File: src/common/alu16_pkg.sv
package alu16_pkg;

    // PC codes 0xfb and 0xfc are absent and decode as NO_OP
    typedef enum logic [7:0] {
        NO_OP  = 8'h00,
        ADD    = 8'h01,
        SUB    = 8'h02,
        AND    = 8'h03,
        OR     = 8'h04,
        NOT    = 8'h05,
        XOR    = 8'h06,
        RAND   = 8'h07,
        ROR    = 8'h08,
        RXOR   = 8'h09,
        LSL    = 8'h0A,
        LSR    = 8'h0B,
        ASL    = 8'h0C,
        ASR    = 8'h0D,
        CSL    = 8'h0E,
        CSR    = 8'h0F,
        INC    = 8'h10,
        DEC    = 8'h11,
        PUSH   = 8'hF9,
        POP    = 8'hFA,
        MOV_RA = 8'hFD,
        MOV_AR = 8'hFE,
        MOV_RR = 8'hFF
    } alu_op_e;

    // R is source only, SS and SP are destination only
    typedef enum logic [3:0] {
        SEL_NONE = 4'd0,
        SEL_A    = 4'd1,
        SEL_B    = 4'd2,
        SEL_C    = 4'd3,
        SEL_D    = 4'd4,
        SEL_E    = 4'd5,
        SEL_F    = 4'd6,
        SEL_R    = 4'd7,
        SEL_SS   = 4'd8,
        SEL_SP   = 4'd9,
        SEL_IMM  = 4'd10
    } reg_sel_e;

    // last field lands on bit 0, so ovf is bit 0 and stk_err bit 3
    typedef struct packed {
        logic stk_err;
        logic carry;
        logic zero;
        logic ovf;
    } flags_t;

    typedef struct packed {
        reg_sel_e dst_sel;
        reg_sel_e src_sel;
        reg_sel_e opa_sel;
        reg_sel_e opb_sel;
        logic     alu_en;
        logic     push;
        logic     pop;
        logic     out_en;
    } ctrl_t;

    localparam int FLAG_OUT_W = 16;

endpackage

File: src/hw/op_decode.sv
`timescale 1ns/1ps

module op_decode (
    input  alu16_pkg::alu_op_e  i_op_i,
    input  alu16_pkg::reg_sel_e i_sel1_i,
    input  alu16_pkg::reg_sel_e i_sel2_i,
    output alu16_pkg::ctrl_t    ctrl_o
);
    import alu16_pkg::*;

    always_comb begin
        ctrl_o = '0;
        case (i_op_i)
            // two-operand ops
            ADD, SUB, AND, OR, XOR: begin
                ctrl_o.opa_sel = i_sel1_i;
                ctrl_o.opb_sel = i_sel2_i;
                ctrl_o.alu_en  = 1'b1;
            end
            // single-operand ops leave operand b unselected
            NOT, RAND, ROR, RXOR,
            LSL, LSR, ASL, ASR, CSL, CSR,
            INC, DEC: begin
                ctrl_o.opa_sel = i_sel1_i;
                ctrl_o.alu_en  = 1'b1;
            end
            MOV_RA: begin
                ctrl_o.src_sel = i_sel1_i;
                ctrl_o.out_en  = 1'b1;
            end
            PUSH: begin
                ctrl_o.src_sel = i_sel1_i;
                ctrl_o.out_en  = 1'b1;
                ctrl_o.push    = 1'b1;
            end
            MOV_AR: begin
                ctrl_o.dst_sel = i_sel2_i;
                ctrl_o.src_sel = SEL_IMM;
            end
            MOV_RR: begin
                ctrl_o.dst_sel = i_sel2_i;
                ctrl_o.src_sel = i_sel1_i;
            end
            // memory word arrives on the data input in the same cycle
            POP: begin
                ctrl_o.dst_sel = i_sel1_i;
                ctrl_o.src_sel = SEL_IMM;
                ctrl_o.pop     = 1'b1;
            end
            default: begin
                ctrl_o = '0;
            end
        endcase
    end

endmodule

File: src/hw/reg_bank.sv
`timescale 1ns/1ps

module reg_bank #(
    parameter int DATA_W = 16
) (
    input  logic                clk,
    input  logic                rst_n,
    input  alu16_pkg::ctrl_t    ctrl_i,
    input  logic [DATA_W-1:0]   data_i,
    input  logic [DATA_W-1:0]   res_i,
    input  logic                res_we_i,
    output logic [DATA_W-1:0]   opa_o,
    output logic [DATA_W-1:0]   opb_o,
    output logic [DATA_W-1:0]   src_o
);
    import alu16_pkg::*;

    // general registers A..F, indexed by their selector code
    logic [DATA_W-1:0] gp_q [1:6];
    logic [DATA_W-1:0] r_q;

    function automatic logic [DATA_W-1:0] pick(input reg_sel_e sel);
        logic [DATA_W-1:0] word;
        word = '0;
        if (sel inside {[SEL_A:SEL_F]})
            word = gp_q[sel];
        else if (sel == SEL_R)
            word = r_q;
        else if (sel == SEL_IMM)
            word = data_i;
        return word;
    endfunction

    always_comb begin
        opa_o = pick(ctrl_i.opa_sel);
        opb_o = pick(ctrl_i.opb_sel);
        src_o = pick(ctrl_i.src_sel);
    end

    // SS and SP destinations are picked up by the stack block
    always_ff @(posedge clk or negedge rst_n) begin
        if (!rst_n) begin
            for (int i = 1; i <= 6; i++) begin
                gp_q[i] <= '0;
            end
        end else if (ctrl_i.dst_sel inside {[SEL_A:SEL_F]}) begin
            gp_q[ctrl_i.dst_sel] <= src_o;
        end
    end

    always_ff @(posedge clk or negedge rst_n) begin
        if (!rst_n)
            r_q <= '0;
        else if (res_we_i)
            r_q <= res_i;
    end

endmodule

File: src/hw/stack_ctrl.sv
`timescale 1ns/1ps

module stack_ctrl #(
    parameter int DATA_W = 16
) (
    input  logic                clk,
    input  logic                rst_n,
    input  alu16_pkg::ctrl_t    ctrl_i,
    input  logic [DATA_W-1:0]   data_i,
    output logic [DATA_W-1:0]   addr_o,
    output logic                mem_we_o,
    output logic                mem_re_o,
    output logic                stk_err_o
);
    import alu16_pkg::*;

    logic [DATA_W-1:0] ss_q;
    logic [DATA_W-1:0] sp_q;
    logic [DATA_W-1:0] top_addr;
    logic              sp_full;
    logic              sp_empty;

    assign top_addr = ss_q + sp_q;
    assign sp_full  = &sp_q;
    assign sp_empty = (sp_q == '0);

    assign mem_we_o = ctrl_i.push;
    assign mem_re_o = ctrl_i.pop;

    // push writes at the free slot, pop reads the last written one
    always_comb begin
        if (ctrl_i.push)
            addr_o = top_addr;
        else if (ctrl_i.pop)
            addr_o = top_addr - 1'b1;
        else
            addr_o = '0;
    end

    always_ff @(posedge clk or negedge rst_n) begin
        if (!rst_n)
            ss_q <= '0;
        else if (ctrl_i.dst_sel == SEL_SS)
            ss_q <= data_i;
    end

    // SP saturates at both ends instead of wrapping
    always_ff @(posedge clk or negedge rst_n) begin
        if (!rst_n)
            sp_q <= '0;
        else if (ctrl_i.dst_sel == SEL_SP)
            sp_q <= data_i;
        else if (ctrl_i.push && !sp_full)
            sp_q <= sp_q + 1'b1;
        else if (ctrl_i.pop && !sp_empty)
            sp_q <= sp_q - 1'b1;
    end

    always_ff @(posedge clk or negedge rst_n) begin
        if (!rst_n)
            stk_err_o <= 1'b0;
        else if (ctrl_i.push)
            stk_err_o <= sp_full;
        else if (ctrl_i.pop)
            stk_err_o <= sp_empty;
    end

endmodule

File: src/alu_exec/alu_exec.sv
`timescale 1ns/1ps

module alu_exec #(
    parameter int DATA_W = 16
) (
    input  logic                clk,
    input  logic                rst_n,
    input  logic                alu_en_i,
    input  alu16_pkg::alu_op_e  op_i,
    input  logic [DATA_W-1:0]   opa_i,
    input  logic [DATA_W-1:0]   opb_i,
    output logic [DATA_W-1:0]   res_o,
    output logic                res_we_o,
    output logic                ovf_o,
    output logic                zero_o,
    output logic                carry_o
);
    import alu16_pkg::*;

    // bit DATA_W of calc is the carry out
    logic [DATA_W:0] calc;
    logic            calc_ovf;
    logic            a_msb;
    logic            b_msb;

    assign a_msb = opa_i[DATA_W-1];
    assign b_msb = opb_i[DATA_W-1];

    always_comb begin
        calc     = '0;
        calc_ovf = 1'b0;
        case (op_i)
            ADD: begin
                calc     = {1'b0, opa_i} + {1'b0, opb_i};
                calc_ovf = (a_msb == b_msb) && (calc[DATA_W-1] != a_msb);
            end
            // top bit is the borrow
            SUB: begin
                calc     = {1'b0, opa_i} - {1'b0, opb_i};
                calc_ovf = (a_msb != b_msb) && (calc[DATA_W-1] != a_msb);
            end
            AND:  calc = {1'b0, opa_i & opb_i};
            OR:   calc = {1'b0, opa_i | opb_i};
            NOT:  calc = {1'b0, ~opa_i};
            XOR:  calc = {1'b0, opa_i ^ opb_i};
            RAND: calc = {{DATA_W{1'b0}}, &opa_i};
            ROR:  calc = {{DATA_W{1'b0}}, |opa_i};
            RXOR: calc = {{DATA_W{1'b0}}, ^opa_i};
            // old top bit falls into carry
            LSL, ASL: calc = {opa_i, 1'b0};
            LSR:  calc = {2'b00, opa_i[DATA_W-1:1]};
            ASR:  calc = {1'b0, a_msb, opa_i[DATA_W-1:1]};
            CSL:  calc = {1'b0, opa_i[DATA_W-2:0], a_msb};
            CSR:  calc = {1'b0, opa_i[0], opa_i[DATA_W-1:1]};
            INC:  calc = {1'b0, opa_i + 1'b1};
            DEC:  calc = {1'b0, opa_i - 1'b1};
            default: begin
                calc     = '0;
                calc_ovf = 1'b0;
            end
        endcase
    end

    // R in the register bank captures res_o on the same edge as the flags below
    assign res_o    = calc[DATA_W-1:0];
    assign res_we_o = alu_en_i;

    always_ff @(posedge clk or negedge rst_n) begin
        if (!rst_n) begin
            ovf_o   <= 1'b0;
            zero_o  <= 1'b0;
            carry_o <= 1'b0;
        end else if (alu_en_i) begin
            ovf_o   <= calc_ovf;
            zero_o  <= (calc[DATA_W-1:0] == '0);
            carry_o <= calc[DATA_W];
        end
    end

endmodule

File: src/hw/alu16_top.sv
`timescale 1ns/1ps

module alu16_top #(
    parameter int DATA_W = 16
) (
    input  logic                               clk,
    input  logic                               rst_n,
    input  alu16_pkg::alu_op_e                 i_op_i,
    input  alu16_pkg::reg_sel_e                i_sel1_i,
    input  alu16_pkg::reg_sel_e                i_sel2_i,
    input  logic [DATA_W-1:0]                  i_data_i,
    output logic [DATA_W-1:0]                  o_data_o,
    output logic                               o_data_valid_o,
    output logic [DATA_W-1:0]                  o_addr_o,
    output logic                               o_mem_we_o,
    output logic                               o_mem_re_o,
    output logic [alu16_pkg::FLAG_OUT_W-1:0]   o_flag_o
);
    import alu16_pkg::*;

    ctrl_t             ctrl;
    flags_t            flags;
    logic [DATA_W-1:0] opa;
    logic [DATA_W-1:0] opb;
    logic [DATA_W-1:0] src_word;
    logic [DATA_W-1:0] res;
    logic              res_we;
    logic              alu_ovf;
    logic              alu_zero;
    logic              alu_carry;
    logic              stk_err;

    op_decode i_op_decode (
        .i_op_i   (i_op_i),
        .i_sel1_i (i_sel1_i),
        .i_sel2_i (i_sel2_i),
        .ctrl_o   (ctrl)
    );

    reg_bank #(
        .DATA_W (DATA_W)
    ) i_reg_bank (
        .clk      (clk),
        .rst_n    (rst_n),
        .ctrl_i   (ctrl),
        .data_i   (i_data_i),
        .res_i    (res),
        .res_we_i (res_we),
        .opa_o    (opa),
        .opb_o    (opb),
        .src_o    (src_word)
    );

    stack_ctrl #(
        .DATA_W (DATA_W)
    ) i_stack_ctrl (
        .clk       (clk),
        .rst_n     (rst_n),
        .ctrl_i    (ctrl),
        .data_i    (i_data_i),
        .addr_o    (o_addr_o),
        .mem_we_o  (o_mem_we_o),
        .mem_re_o  (o_mem_re_o),
        .stk_err_o (stk_err)
    );

    alu_exec #(
        .DATA_W (DATA_W)
    ) i_alu_exec (
        .clk      (clk),
        .rst_n    (rst_n),
        .alu_en_i (ctrl.alu_en),
        .op_i     (i_op_i),
        .opa_i    (opa),
        .opb_i    (opb),
        .res_o    (res),
        .res_we_o (res_we),
        .ovf_o    (alu_ovf),
        .zero_o   (alu_zero),
        .carry_o  (alu_carry)
    );

    assign o_data_o       = src_word;
    assign o_data_valid_o = ctrl.out_en;

    assign flags    = '{stk_err: stk_err, carry: alu_carry, zero: alu_zero, ovf: alu_ovf};
    assign o_flag_o = {{(FLAG_OUT_W - $bits(flags_t)){1'b0}}, flags};

endmodule

File: config.mk
export PLATFORM = sky130hd
export DESIGN_NAME = alu16_top
export DESIGN_NICKNAME = d
export VERILOG_FILES = /design/src/common/alu16_pkg.sv /design/src/hw/op_decode.sv /design/src/hw/reg_bank.sv /design/src/hw/stack_ctrl.sv /design/src/alu_exec/alu_exec.sv /design/src/hw/alu16_top.sv
export SDC_FILE = /design/constraint.sdc
export NUM_CORES = 1
export LEC_CHECK = 0
export BUFFER_PORTS_ARGS = -buffer_cell sky130_fd_sc_hd__buf_4
export CORE_ASPECT_RATIO = 2
export CORE_MARGIN = 2
export CORE_UTILIZATION = 35
export DETAILED_ROUTE_END_ITERATION = 6
export PLACE_DENSITY = 0.61
export SYNTH_ARGS = -nofsm -noshare
export SYNTH_HDL_FRONTEND = slang
export SYNTH_SLANG_ARGS = --single-unit
File: constraint.sdc
create_clock -name clk -period 4.51 [get_ports clk]
set_input_delay 0.2255 -clock clk [delete_from_list [all_inputs] [get_ports clk]]
set_output_delay 0.2255 -clock clk [all_outputs]
set_load 0.05 [all_outputs]
Word level (Yosys, flattened, before mapping) --
Cells that the tools add are included.
Storage, ports and cells: register bits after elaboration 148, word-level logic and storage cells 140
Operators by class: add/sub/neg operators 8, order comparisons 13, equality and inequality tests 34, muxes and demuxes 38, bitwise gates (word level) 8, reductions and logical operators 26
Operators with widths (count):
- 16-bit two-way mux | 21
- 17-bit one-hot mux with 16 select lines | 1
- 16-bit binary-select mux with 3-bit select | 3
- 96-bit bitwise mux | 1
- 8-bit by 4-bit == test with 1-bit output (second input constant) | 8
- 16-bit demux with 3-bit select | 1
- 16-bit by 1-bit subtractor with 16-bit output (second input constant) | 3
- 8-bit == test (second input constant) | 5
- 16-bit by 1-bit adder with 16-bit output (second input constant) | 2
- 8-bit by 3-bit == test with 1-bit output (second input constant) | 4
- 16-bit zero test | 2
- 16-bit AND reduction | 2
- 4-bit == test (second input constant) | 5
- 5-bit by 4-bit greater-or-equal comparator with 1-bit output (second input constant) | 4
- 4-bit inverter with 5-bit output | 4
- 16-bit by 16-bit adder with 17-bit output | 1
- 17-bit OR reduction | 1
- 16-bit by 16-bit subtractor with 17-bit output | 1
- 16-bit adder | 1
- 16-bit bitwise AND | 1
- 8-bit by 2-bit == test with 1-bit output (second input constant) | 2
- 8-bit by 5-bit == test with 1-bit output (second input constant) | 2
- 4-bit by 1-bit greater-or-equal comparator with 1-bit output (second input constant) | 4
- 4-bit by 3-bit less-or-equal comparator with 1-bit output (second input constant) | 4
- 21 further kinds | 44

Depth between registers and ports, before layout --
Gate-level depths: netlist (run 1).
depth in word-level cells 12, depth in mapped cells 25, gate-level depth less buffers 22

Hierarchy --
From an unflattened synthesis (run 1), not the netlist that was laid out.
Second synthesis, totals: cell total of the unflattened synthesis 1923, area, all modules 16045.4 µm²
Modules (own cells, without submodules):
- reg_bank | instances 1, cells an instance 803, area each 7812.5 µm², sequential area each 2802.7 µm²
- alu_exec | instances 1, cells an instance 631, area each 4326.6 µm², sequential area each 75.1 µm²
- stack_ctrl | instances 1, cells an instance 428, area each 3524.6 µm², sequential area each 825.8 µm²
- op_decode | instances 1, cells an instance 44, area each 257.7 µm², sequential area each 0.0 µm²
- alu16_top | instances 1, cells an instance 17, area each 123.9 µm², sequential area each 0.0 µm²

Least setup slack after synthesis (run 1) --
Ideal clock, no wire load.
path kind input to register, start input i_op_i[4], end register i_stack_ctrl.sp_q[15], library setup time 0.127 ns, arrival time 5.495 ns, required time 4.383 ns, setup slack -1.113 ns, stages 16, path buffers 0, cells stage by stage and3_1 -> nand3_1 -> nor3_1 -> nand2_1 -> ha_1 -> a21o_1 -> a21oi_1 -> nand2b_1 -> a21oi_1 -> a41o_1 -> o41ai_1 -> o2111ai_1 -> a21oi_1 -> mux2i_1 -> xor2_1 -> mux2_1
Between the ends: longest elaborated chain between the ends 5, elaborated cells on any way between the ends 14, those cells by class eq/ne (5); mux (5); reduce/logical (4)
RTL lines:
- from (decl) | line alu16_top.sv:8 | input alu16_pkg::alu_op_e i_op_i,
- 8-bit == test (*) | line op_decode.sv:13 | case (i_op_i)
- 1-bit two-way mux (*) | line op_decode.sv:13
- named net o_mem_we_o | line alu16_top.sv:15 | output logic o_mem_we_o,
- 1-bit logical AND (*) | line stack_ctrl.sv:53 | else if (ctrl_i.push && !sp_full)
- 16-bit two-way mux | line stack_ctrl.sv:53
- 16-bit two-way mux | line stack_ctrl.sv:51 | else if (ctrl_i.dst_sel == SEL_SP)
- to (signal assigned) | line stack_ctrl.sv:52 | sp_q <= data_i;
- to (signal assigned) | line stack_ctrl.sv:54 | sp_q <= sp_q + 1'b1;
- to (signal assigned) | line stack_ctrl.sv:56 | sp_q <= sp_q - 1'b1;
- to (decl) | line stack_ctrl.sv:18 | logic [DATA_W-1:0] sp_q;
Mark *: on every way through the listed nets, which the timed path passes. The rest lies on a longest branch. A chain may end at the register's enable or synchronous reset.

Final worst setup path (run 1) --
start input i_op_i[6], end register i_alu_exec.zero_o
Between the ends: longest elaborated chain between the ends 11, elaborated cells on any way between the ends 60, those cells by class add/sub (4); order compare (4); eq/ne (21); mux (16); bitwise (6); reduce/logical (9)
RTL lines:
- 8-bit by 1-bit == test with 1-bit output, or another cell as far along | line op_decode.sv:13, alu_exec.sv:32
- 17-bit OR reduction (no line) or 5-bit OR reduction (tied branches)
- 4-bit two-way mux | line op_decode.sv:13
- 4-bit inverter with 5-bit output (implied by the code) | line reg_bank.sv:26 | word = gp_q[sel];
- 16-bit binary-select mux with 3-bit select | line reg_bank.sv:26
- 16-bit two-way mux (implied by the code) (2 in a row) | line reg_bank.sv:26
- 16-bit two-way mux | line reg_bank.sv:25 | if (sel inside {[SEL_A:SEL_F]})
- 16-bit by 1-bit subtractor with 16-bit output, or another cell as far along | line alu_exec.sv:56 | DEC: calc = {1'b0, opa_i - 1'b1};
- 17-bit one-hot mux with 16 select lines | line alu_exec.sv:32 | case (op_i)
- 16-bit zero test | line alu_exec.sv:75 | zero_o <= (calc[DATA_W-1:0] == '0);
- to (signal assigned) | line alu_exec.sv:75
- to (decl) | line alu_exec.sv:15 | output logic zero_o,
Parallel ways exist; a longest one is shown, timed or not. The select of a mux whose other input is x is not followed.

==> results of run 1 <==
## synthesized netlist by cell type, types with 16 or more instances
cell type,count,area [µm²]
dfrtp_1,148,3700
nand2b_1,27,169
nor3_1,53,265
a21oi_1,216,1080
a222oi_1,16,160
a221o_1,18,180
nand4_1,16,100
mux2i_1,43,430
a211oi_1,19,143
nor2_1,198,743
nand3_1,32,160
o21ai_0,106,531
inv_1,91,342
a221oi_1,39,342
xnor2_1,43,377
nand2_1,217,815
a22oi_1,21,158
mux2_2,26,293
ha_1,111,1390
xor2_1,20,175
buf_4,21,158
o211ai_1,21,158
clkbuf_1,94,353
and3_1,16,100
a21o_1,32,240
## worst register-to-register path, stage by stage, from the launching register on
cell and delay [ns]:
dfrtp_1 0.38, mux2i_1 0.14, mux4_2 0.33, nor3_2 0.07
a221oi_2 0.27, inv_1 0.10, buf_4 0.18, fa_1 0.45
a21o_1 0.20, a221o_1 0.34, a21oi_2 0.14, buf_4 0.14
o21ai_4 0.08, a311oi_4 0.38, xnor2_2 0.13, a221o_1 0.40
nor3_2 0.16, nand4b_1 0.15, nor4_2 0.26, o21a_1 0.13
## sequential cells by signal (all words and copies together) (netlist names)
signal and count:
i_stack_ctrl.stk_err_o 1, i_alu_exec.carry_o 1, i_stack_ctrl.sp_q 16, i_stack_ctrl.ss_q 16
i_reg_bank.r_q 16, i_alu_exec.ovf_o 1, i_reg_bank.gp_q 96, i_alu_exec.zero_o 1
## power by group through the flow
| stage | Sequential (mW) | Combinational, mW | Clock (mW) |
|---|---|---|---|
| after floorplan | 1.55 | 1.01 | 0 |
| after global placement | 1.60 | 1.45 | 0 |
| after detailed placement | 1.60 | 1.48 | 0 |
| after CTS | 1.58 | 1.51 | 1.61 |
| after global routing | 1.59 | 1.73 | 1.67 |
| final | 1.58 | 1.58 | 1.59 |
## per-layer routing
| metal | global-route usage | wire [µm] |
|---|---|---|
| met4 | 0.240 | 6190 |
| met3 | 0.0437 | 3100 |
| met1 | 0.313 | 23900 |
| met5 | 0 | 0 |
| met2 | 0.545 | 34300 |
## timing repair
action / 4_1_cts / 5_1_grt
cloned: 0 / 0
endpoints found under the setup margin: 11 / 17
gates resized for setup: 46 / 62
endpoints found under the hold margin: 77 / 0
pin swaps: 23 / 46
setup buffers: 9 / 27
hold buffers: 1 / 0
## through the flow
step | setup TNS [ns] | setup WS [ns]
2_1_floorplan | 0 | 0.000616
3_3_place_gp | -6.48 | -0.891
3_5_place_dp | -6.57 | -0.843
4_1_cts | -0.0479 | -0.0479
5_1_grt | -0.378 | -0.238
6_report | -0.118 | -0.118
## path summary, 6_finish.rpt
| check | cells after the start | end |
|---|---|---|
| min | 2 | i_stack_ctrl.sp_q[2] |
| min reg2reg | 1 | i_stack_ctrl.ss_q[2] |
| max in group asynchronous | 3 | i_reg_bank.gp_q[92] |
| min in group asynchronous | 2 | i_reg_bank.gp_q[48] |
| max reg2reg | 19 | i_alu_exec.zero_o |
| max | 20 | i_alu_exec.zero_o |
## kinds of logic after synthesis
group,Yosys count,synth area share
xor+xnor,63,0.0373
buf+inv,231,0.0663
compound gates,633,0.281
flops,148,0.250
mux,75,0.0565
simple gates,662,0.208
fa+ha+maj,116,0.101
other cells,1,0.000253
## final cells by class
cell class,count,area share
Tap cell,540,0.0343
Clock buffer,21,0.0239
Sequential cell,148,0.188
Inverter,93,0.0177
Timing Repair Buffer,458,0.182
Clock inverter,11,0.00882
Multi-Input combinational cell,1561,0.545
## layout by cell type, fill, tap and decap left out, types with 41 or more instances in the layout
cell     count
nor3_1      43
ha_1        99
buf_4      434
nand2_1    216
xnor2_1     41
o21ai_0     96
mux2i_1     43
inv_1       90
nor2_1     193
a21oi_1    210
dfrtp_1    148
==> impl_metrics.env, run 1 <==
export IMPL_rrSetupSlack_ns=0.02
export IMPL_crit_type="in -> reg"
export IMPL_critPathMaxStageDelay_ns=0.55
export IMPL_power_mw=4.75
export IMPL_multiInputGateArea_um2=10700
export IMPL_hold_ws_ns=0.0705
export IMPL_nNetsFinal=2429
export IMPL_drive_gt1_frac=0.276
export IMPL_reg2reg_from="i_reg_bank.gp_q[48]"
export IMPL_crit_chain="buf_8 > buf_6 > or4_4 > a2bb2oi_4 > buf_6 > or4_4 > a32oi_4 > ha_4 > a21o_1 > a221o_1 > a21oi_2 > buf_4 > o21ai_4 > a311oi_4 > xnor2_2 > a221o_1 > nor3_2 > nand4b_1 > nor4_2 > o21a_1"
export IMPL_netSwitchingFraction=0.352
export IMPL_slew_viol_final=0
export IMPL_cts_clk_slew_worst_paths_ns=0.07
export IMPL_die_h_um=295
export IMPL_final_setup_worst_slack_ns=-0.118
export IMPL_relSlewSlack=0.232
export IMPL_clock_sinks=148
export IMPL_netlist_area_um2=14800
export IMPL_maxCapViolations=0
export IMPL_synthArstFlopShare=1.00
export IMPL_track_usage=0.305
export IMPL_drtPass1Iterations=5
export IMPL_critPathCaptureType="flip-flop"
export IMPL_postPlaceCellArea_um2=18300
export IMPL_stdcell_count=2832
export IMPL_htree_levels=4
export IMPL_core_area_um2=41800
export IMPL_cp_arrival_ns=5.03
export IMPL_synth_seq_cells=148
export IMPL_finalInstanceArea_um2=19700
export IMPL_rsz0062_at_grt="true"
export IMPL_status="complete, but fails checks"
export IMPL_path_buf_inv=4
export IMPL_areaGrowthSynthToFinish_pct=33.2
export IMPL_min_path_type="in -> reg"
export IMPL_p_clk_frac=0.335
export IMPL_grt_pass1_vias=16900
export IMPL_final_util=0.472
export IMPL_vias_per_cell=5.90
export IMPL_first_iter_violations=1240
export IMPL_die_area_um2=44100
export IMPL_cts_buffers=17
export IMPL_clock_latency_ns=0.46
export IMPL_fillers=4159
export IMPL_skew_ns=0.0107
export IMPL_wire_per_inst_um=23.8
export IMPL_pwr_share_comb=0.333
export IMPL_grt_max_degree=80
export IMPL_grt_first_pass_wirelength_um=101000
export IMPL_worst_path_max_delay_cell="or4_4"
export IMPL_startpoint="i_op_i[6]"
export IMPL_start_util=0.354
export IMPL_setup_viol_count_final=1
export IMPL_wl_um=67500
export IMPL_fp_dieW_um=149
export IMPL_netSwitchingPower_mw=1.67
export IMPL_fin_crit_ns=4.63
export IMPL_rows=106
export IMPL_cts_tree="built"
export IMPL_cp_top_family="compound AO/OA/AOI/OAI gates"
export IMPL_yosysWarnings=0
export IMPL_seqCellArea_um2=3700
export IMPL_ant_nets=0
export IMPL_port_buffers=72
export IMPL_ctsLongestPathBuffers=2
export IMPL_start_kind="input port"
export IMPL_dpl_cell_count=2764
export IMPL_gp_congestion=0.960
export IMPL_timing_fmax_mhz=216
export IMPL_power_density_nw_per_um2=241
export IMPL_synth_distinct_cells=92
export IMPL_synthCells=1929
export IMPL_worstPathRequired_ns=4.91
export IMPL_pwr_share_seq=0.333
export IMPL_num_vias=16700
export IMPL_crit_fanout=7
export IMPL_violations="negative setup slack"
export IMPL_antennaDiodeCount=0
export IMPL_antenna_found_initial=1
export IMPL_finalCritPeriodShare=1.03
export IMPL_gr_total_overflow=0
export IMPL_power_leakage_nw=9.08
export IMPL_synth_seq_area_share=0.250
export IMPL_tightest_slew_ns=1.15
export IMPL_syn_area_per_cell_um2=7.67
export IMPL_min_from="i_data_i[2]"
export IMPL_p_int_mw=3.08
export IMPL_ir_drop_v=0.000247
export IMPL_hpwlAfterDp_um=53400
export IMPL_hold_viol=0
export IMPL_cts_root_buffer="clkbuf_16"
export IMPL_ios=85
export IMPL_ys_flop_type="dfrtp_1"
export IMPL_synth_edf_count=0
export IMPL_drc=0
Note: power is estimated with default switching activity, not from simulation.
==> run 2: changes to the inputs <==
BUFFER_PORTS_ARGS = default   (was -buffer_cell sky130_fd_sc_hd__buf_4)
DONT_BUFFER_PORTS = 1   (was default)
PLACE_DENSITY = 0.59   (was 0.61)
==> run 2 against run 1 <==
The run ends with design-rule violations left; register-to-register slack gained 0.03 ns; sequential power is essentially flat; via count shrank 1.6%; non-clock buffer count shrank 106; global-route usage grew 0.97 points; power shrank 5.1%; cell count shrank 3.7%.
==> impl_metrics.env, run 2 (same netlist as run 1, synthesis figures left out) <==
export IMPL_status="complete, but fails checks"
export IMPL_violations="design-rule violations"
export IMPL_holdPathStages=3
export IMPL_wl_um=69300
export IMPL_critPathMaxStageDelay_ns=0.56
export IMPL_nNetsFinal=2323
export IMPL_rsz0062_at_grt="true"
export IMPL_grt_max_degree=149
export IMPL_cts_root_buffer="clkbuf_16"
export IMPL_crit_chain="or4_4 > a2bb2oi_4 > buf_6 > nor2_2 > buf_4 > o21ai_2 > inv_1 > ha_1 > and3_1 > a221o_1 > a21oi_4 > o21ai_2 > a311oi_2 > xnor2_2 > a221o_1 > nor3_1 > nand4b_1 > nor4_2 > o21a_1"
export IMPL_first_iter_violations=1381
export IMPL_gr_total_overflow=0
export IMPL_drive_gt1_frac=0.225
export IMPL_slew_viol_final=0
export IMPL_skew_ns=0.0166
export IMPL_worst_path_max_delay_cell="or4_4"
export IMPL_start_util=0.354
export IMPL_stdcell_count=2728
export IMPL_port_buffers=0
export IMPL_hpwlAfterDp_um=54500
export IMPL_grt_pass1_vias=16400
export IMPL_cts_buffers=17
export IMPL_die_area_um2=44100
export IMPL_num_vias=16400
export IMPL_largest_reg_flops=96
export IMPL_final_common_cell="buf_4"
export IMPL_power_leakage_nw=8.47
export IMPL_cts_clk_slew_worst_paths_ns=0.07
export IMPL_ctsLongestPathBuffers=2
export IMPL_layout_common_cells="buf_4, nand2_1, a21oi_1"
export IMPL_setup_viol_count_final=0
export IMPL_multiInputGateArea_um2=10600
export IMPL_wire_per_inst_um=25.4
export IMPL_htree_levels=4
export IMPL_maxCapViolations=0
export IMPL_clock_sinks=148
export IMPL_finalInstanceArea_um2=18700
export IMPL_gp_congestion=0.988
export IMPL_areaGrowthSynthToFinish_pct=26.3
export IMPL_drc=2
export IMPL_die_h_um=295
export IMPL_postPlaceCellArea_um2=17500
export IMPL_hold_viol=0
export IMPL_fp_dieW_um=149
export IMPL_cp_arrival_ns=4.89
export IMPL_track_usage=0.315
export IMPL_start_kind="input port"
export IMPL_relSlewSlack=0.233
export IMPL_ff2ff_path_depth=18
export IMPL_fin_crit_ns=4.48
export IMPL_drtPass1Iterations=7
export IMPL_ios=85
export IMPL_grt_first_pass_wirelength_um=102000
export IMPL_power_density_nw_per_um2=241
export IMPL_core_area_um2=41800
export IMPL_critPathCaptureType="flip-flop"
export IMPL_tightest_slew_ns=1.17
export IMPL_crit_fanout=14
export IMPL_min_path_type="in -> reg"
export IMPL_ir_drop_v=0.000250
export IMPL_fillers=4227
export IMPL_ant_nets=0
export IMPL_worstPathRequired_ns=4.92
export IMPL_seqCellArea_um2=3700
export IMPL_rrSetupSlack_ns=0.05
export IMPL_timing_fmax_mhz=223
export IMPL_finalCritPeriodShare=0.993
export IMPL_regMostFlops="i_reg_bank.gp_q"
export IMPL_cts_tree="built"
export IMPL_antenna_found_initial=1
export IMPL_dpl_cell_count=2669
export IMPL_clock_latency_ns=0.46
export IMPL_final_util=0.447
export IMPL_rows=106
export IMPL_vias_per_cell=6.02
export IMPL_crit_type="in -> reg"
run 2: changes by cell type in the layout (fill, tap and decap cells not counted), sizes merged:
cell	change
buf	-122
bufinv	-1
clkinv	+1
diode	+2
dlygate4sd3	+16
run 2: metrics by stage:
step	hold WS [ns]	setup slack (ns)	TNS, ns	total power [mW]
2_1_floorplan	-0.0701	0.000616	0	2.56
3_3_place_gp	-0.0649	-0.649	-4.12	2.87
3_5_place_dp	-0.0649	-0.755	-4.59	2.90
4_1_cts	0.138	-0.0330	-0.0330	4.48
5_1_grt	0.167	-0.201	-0.325	4.73
6_report	0.165	0.0316	0	4.51
run 2: critical path, delay by kind of cell:
family | cells | cell delay, ns
fa+ha+maj | 1 | 0.30
buf+inv | 3 | 0.66
xor+xnor | 1 | 0.19
simple gates | 6 | 1.51
compound gates | 8 | 1.98
run 2: final cells by class:
type,count,area share
diodes,2,0.000268
repair buffers,352,0.146
clock buffers,21,0.0236
multi-input cells,1561,0.569
inverters,93,0.0187
clock inverters,11,0.00817
well taps,540,0.0362
flip-flops and latches,148,0.198
run 2: path summary, 6_finish.rpt:
path                                       startpoint                     end
worst max register to register    i_reg_bank.gp_q[16]       i_alu_exec.zero_o
worst max-delay path                        i_op_i[5]       i_alu_exec.zero_o
worst min-delay path                      i_data_i[1]     i_reg_bank.gp_q[49]
worst min register to register  i_stack_ctrl.ss_q[10]   i_stack_ctrl.ss_q[10]
max in group asynchronous                       rst_n     i_reg_bank.gp_q[74]
min in group asynchronous                       rst_n  i_stack_ctrl.stk_err_o
run 2: routing by layer:
metal,vias to the layer above,share of wire,track usage
met3,327,0.048,0.0450
li1,7498,-,-
met2,711,0.51,0.568
met1,7897,0.34,0.312
met4,0,0.11,0.263
met5,-,0,0
run 2: power by group:
| group | switching (mW) | internal [mW] | total [mW] |
|---|---|---|---|
| registers | 0.176 | 1.44 | 1.61 |
| logic | 0.790 | 0.606 | 1.40 |
| clock network | 0.630 | 0.873 | 1.50 |
| total | 1.60 | 2.91 | 4.51 |
run 2: what timing repair did:
item,CTS,global route
pin swaps,11,17
endpoints found under the setup margin,8,13
hold buffers,18,0
endpoints found under the hold margin,180,0
buffers inserted,4,4
gates resized for setup,32,42
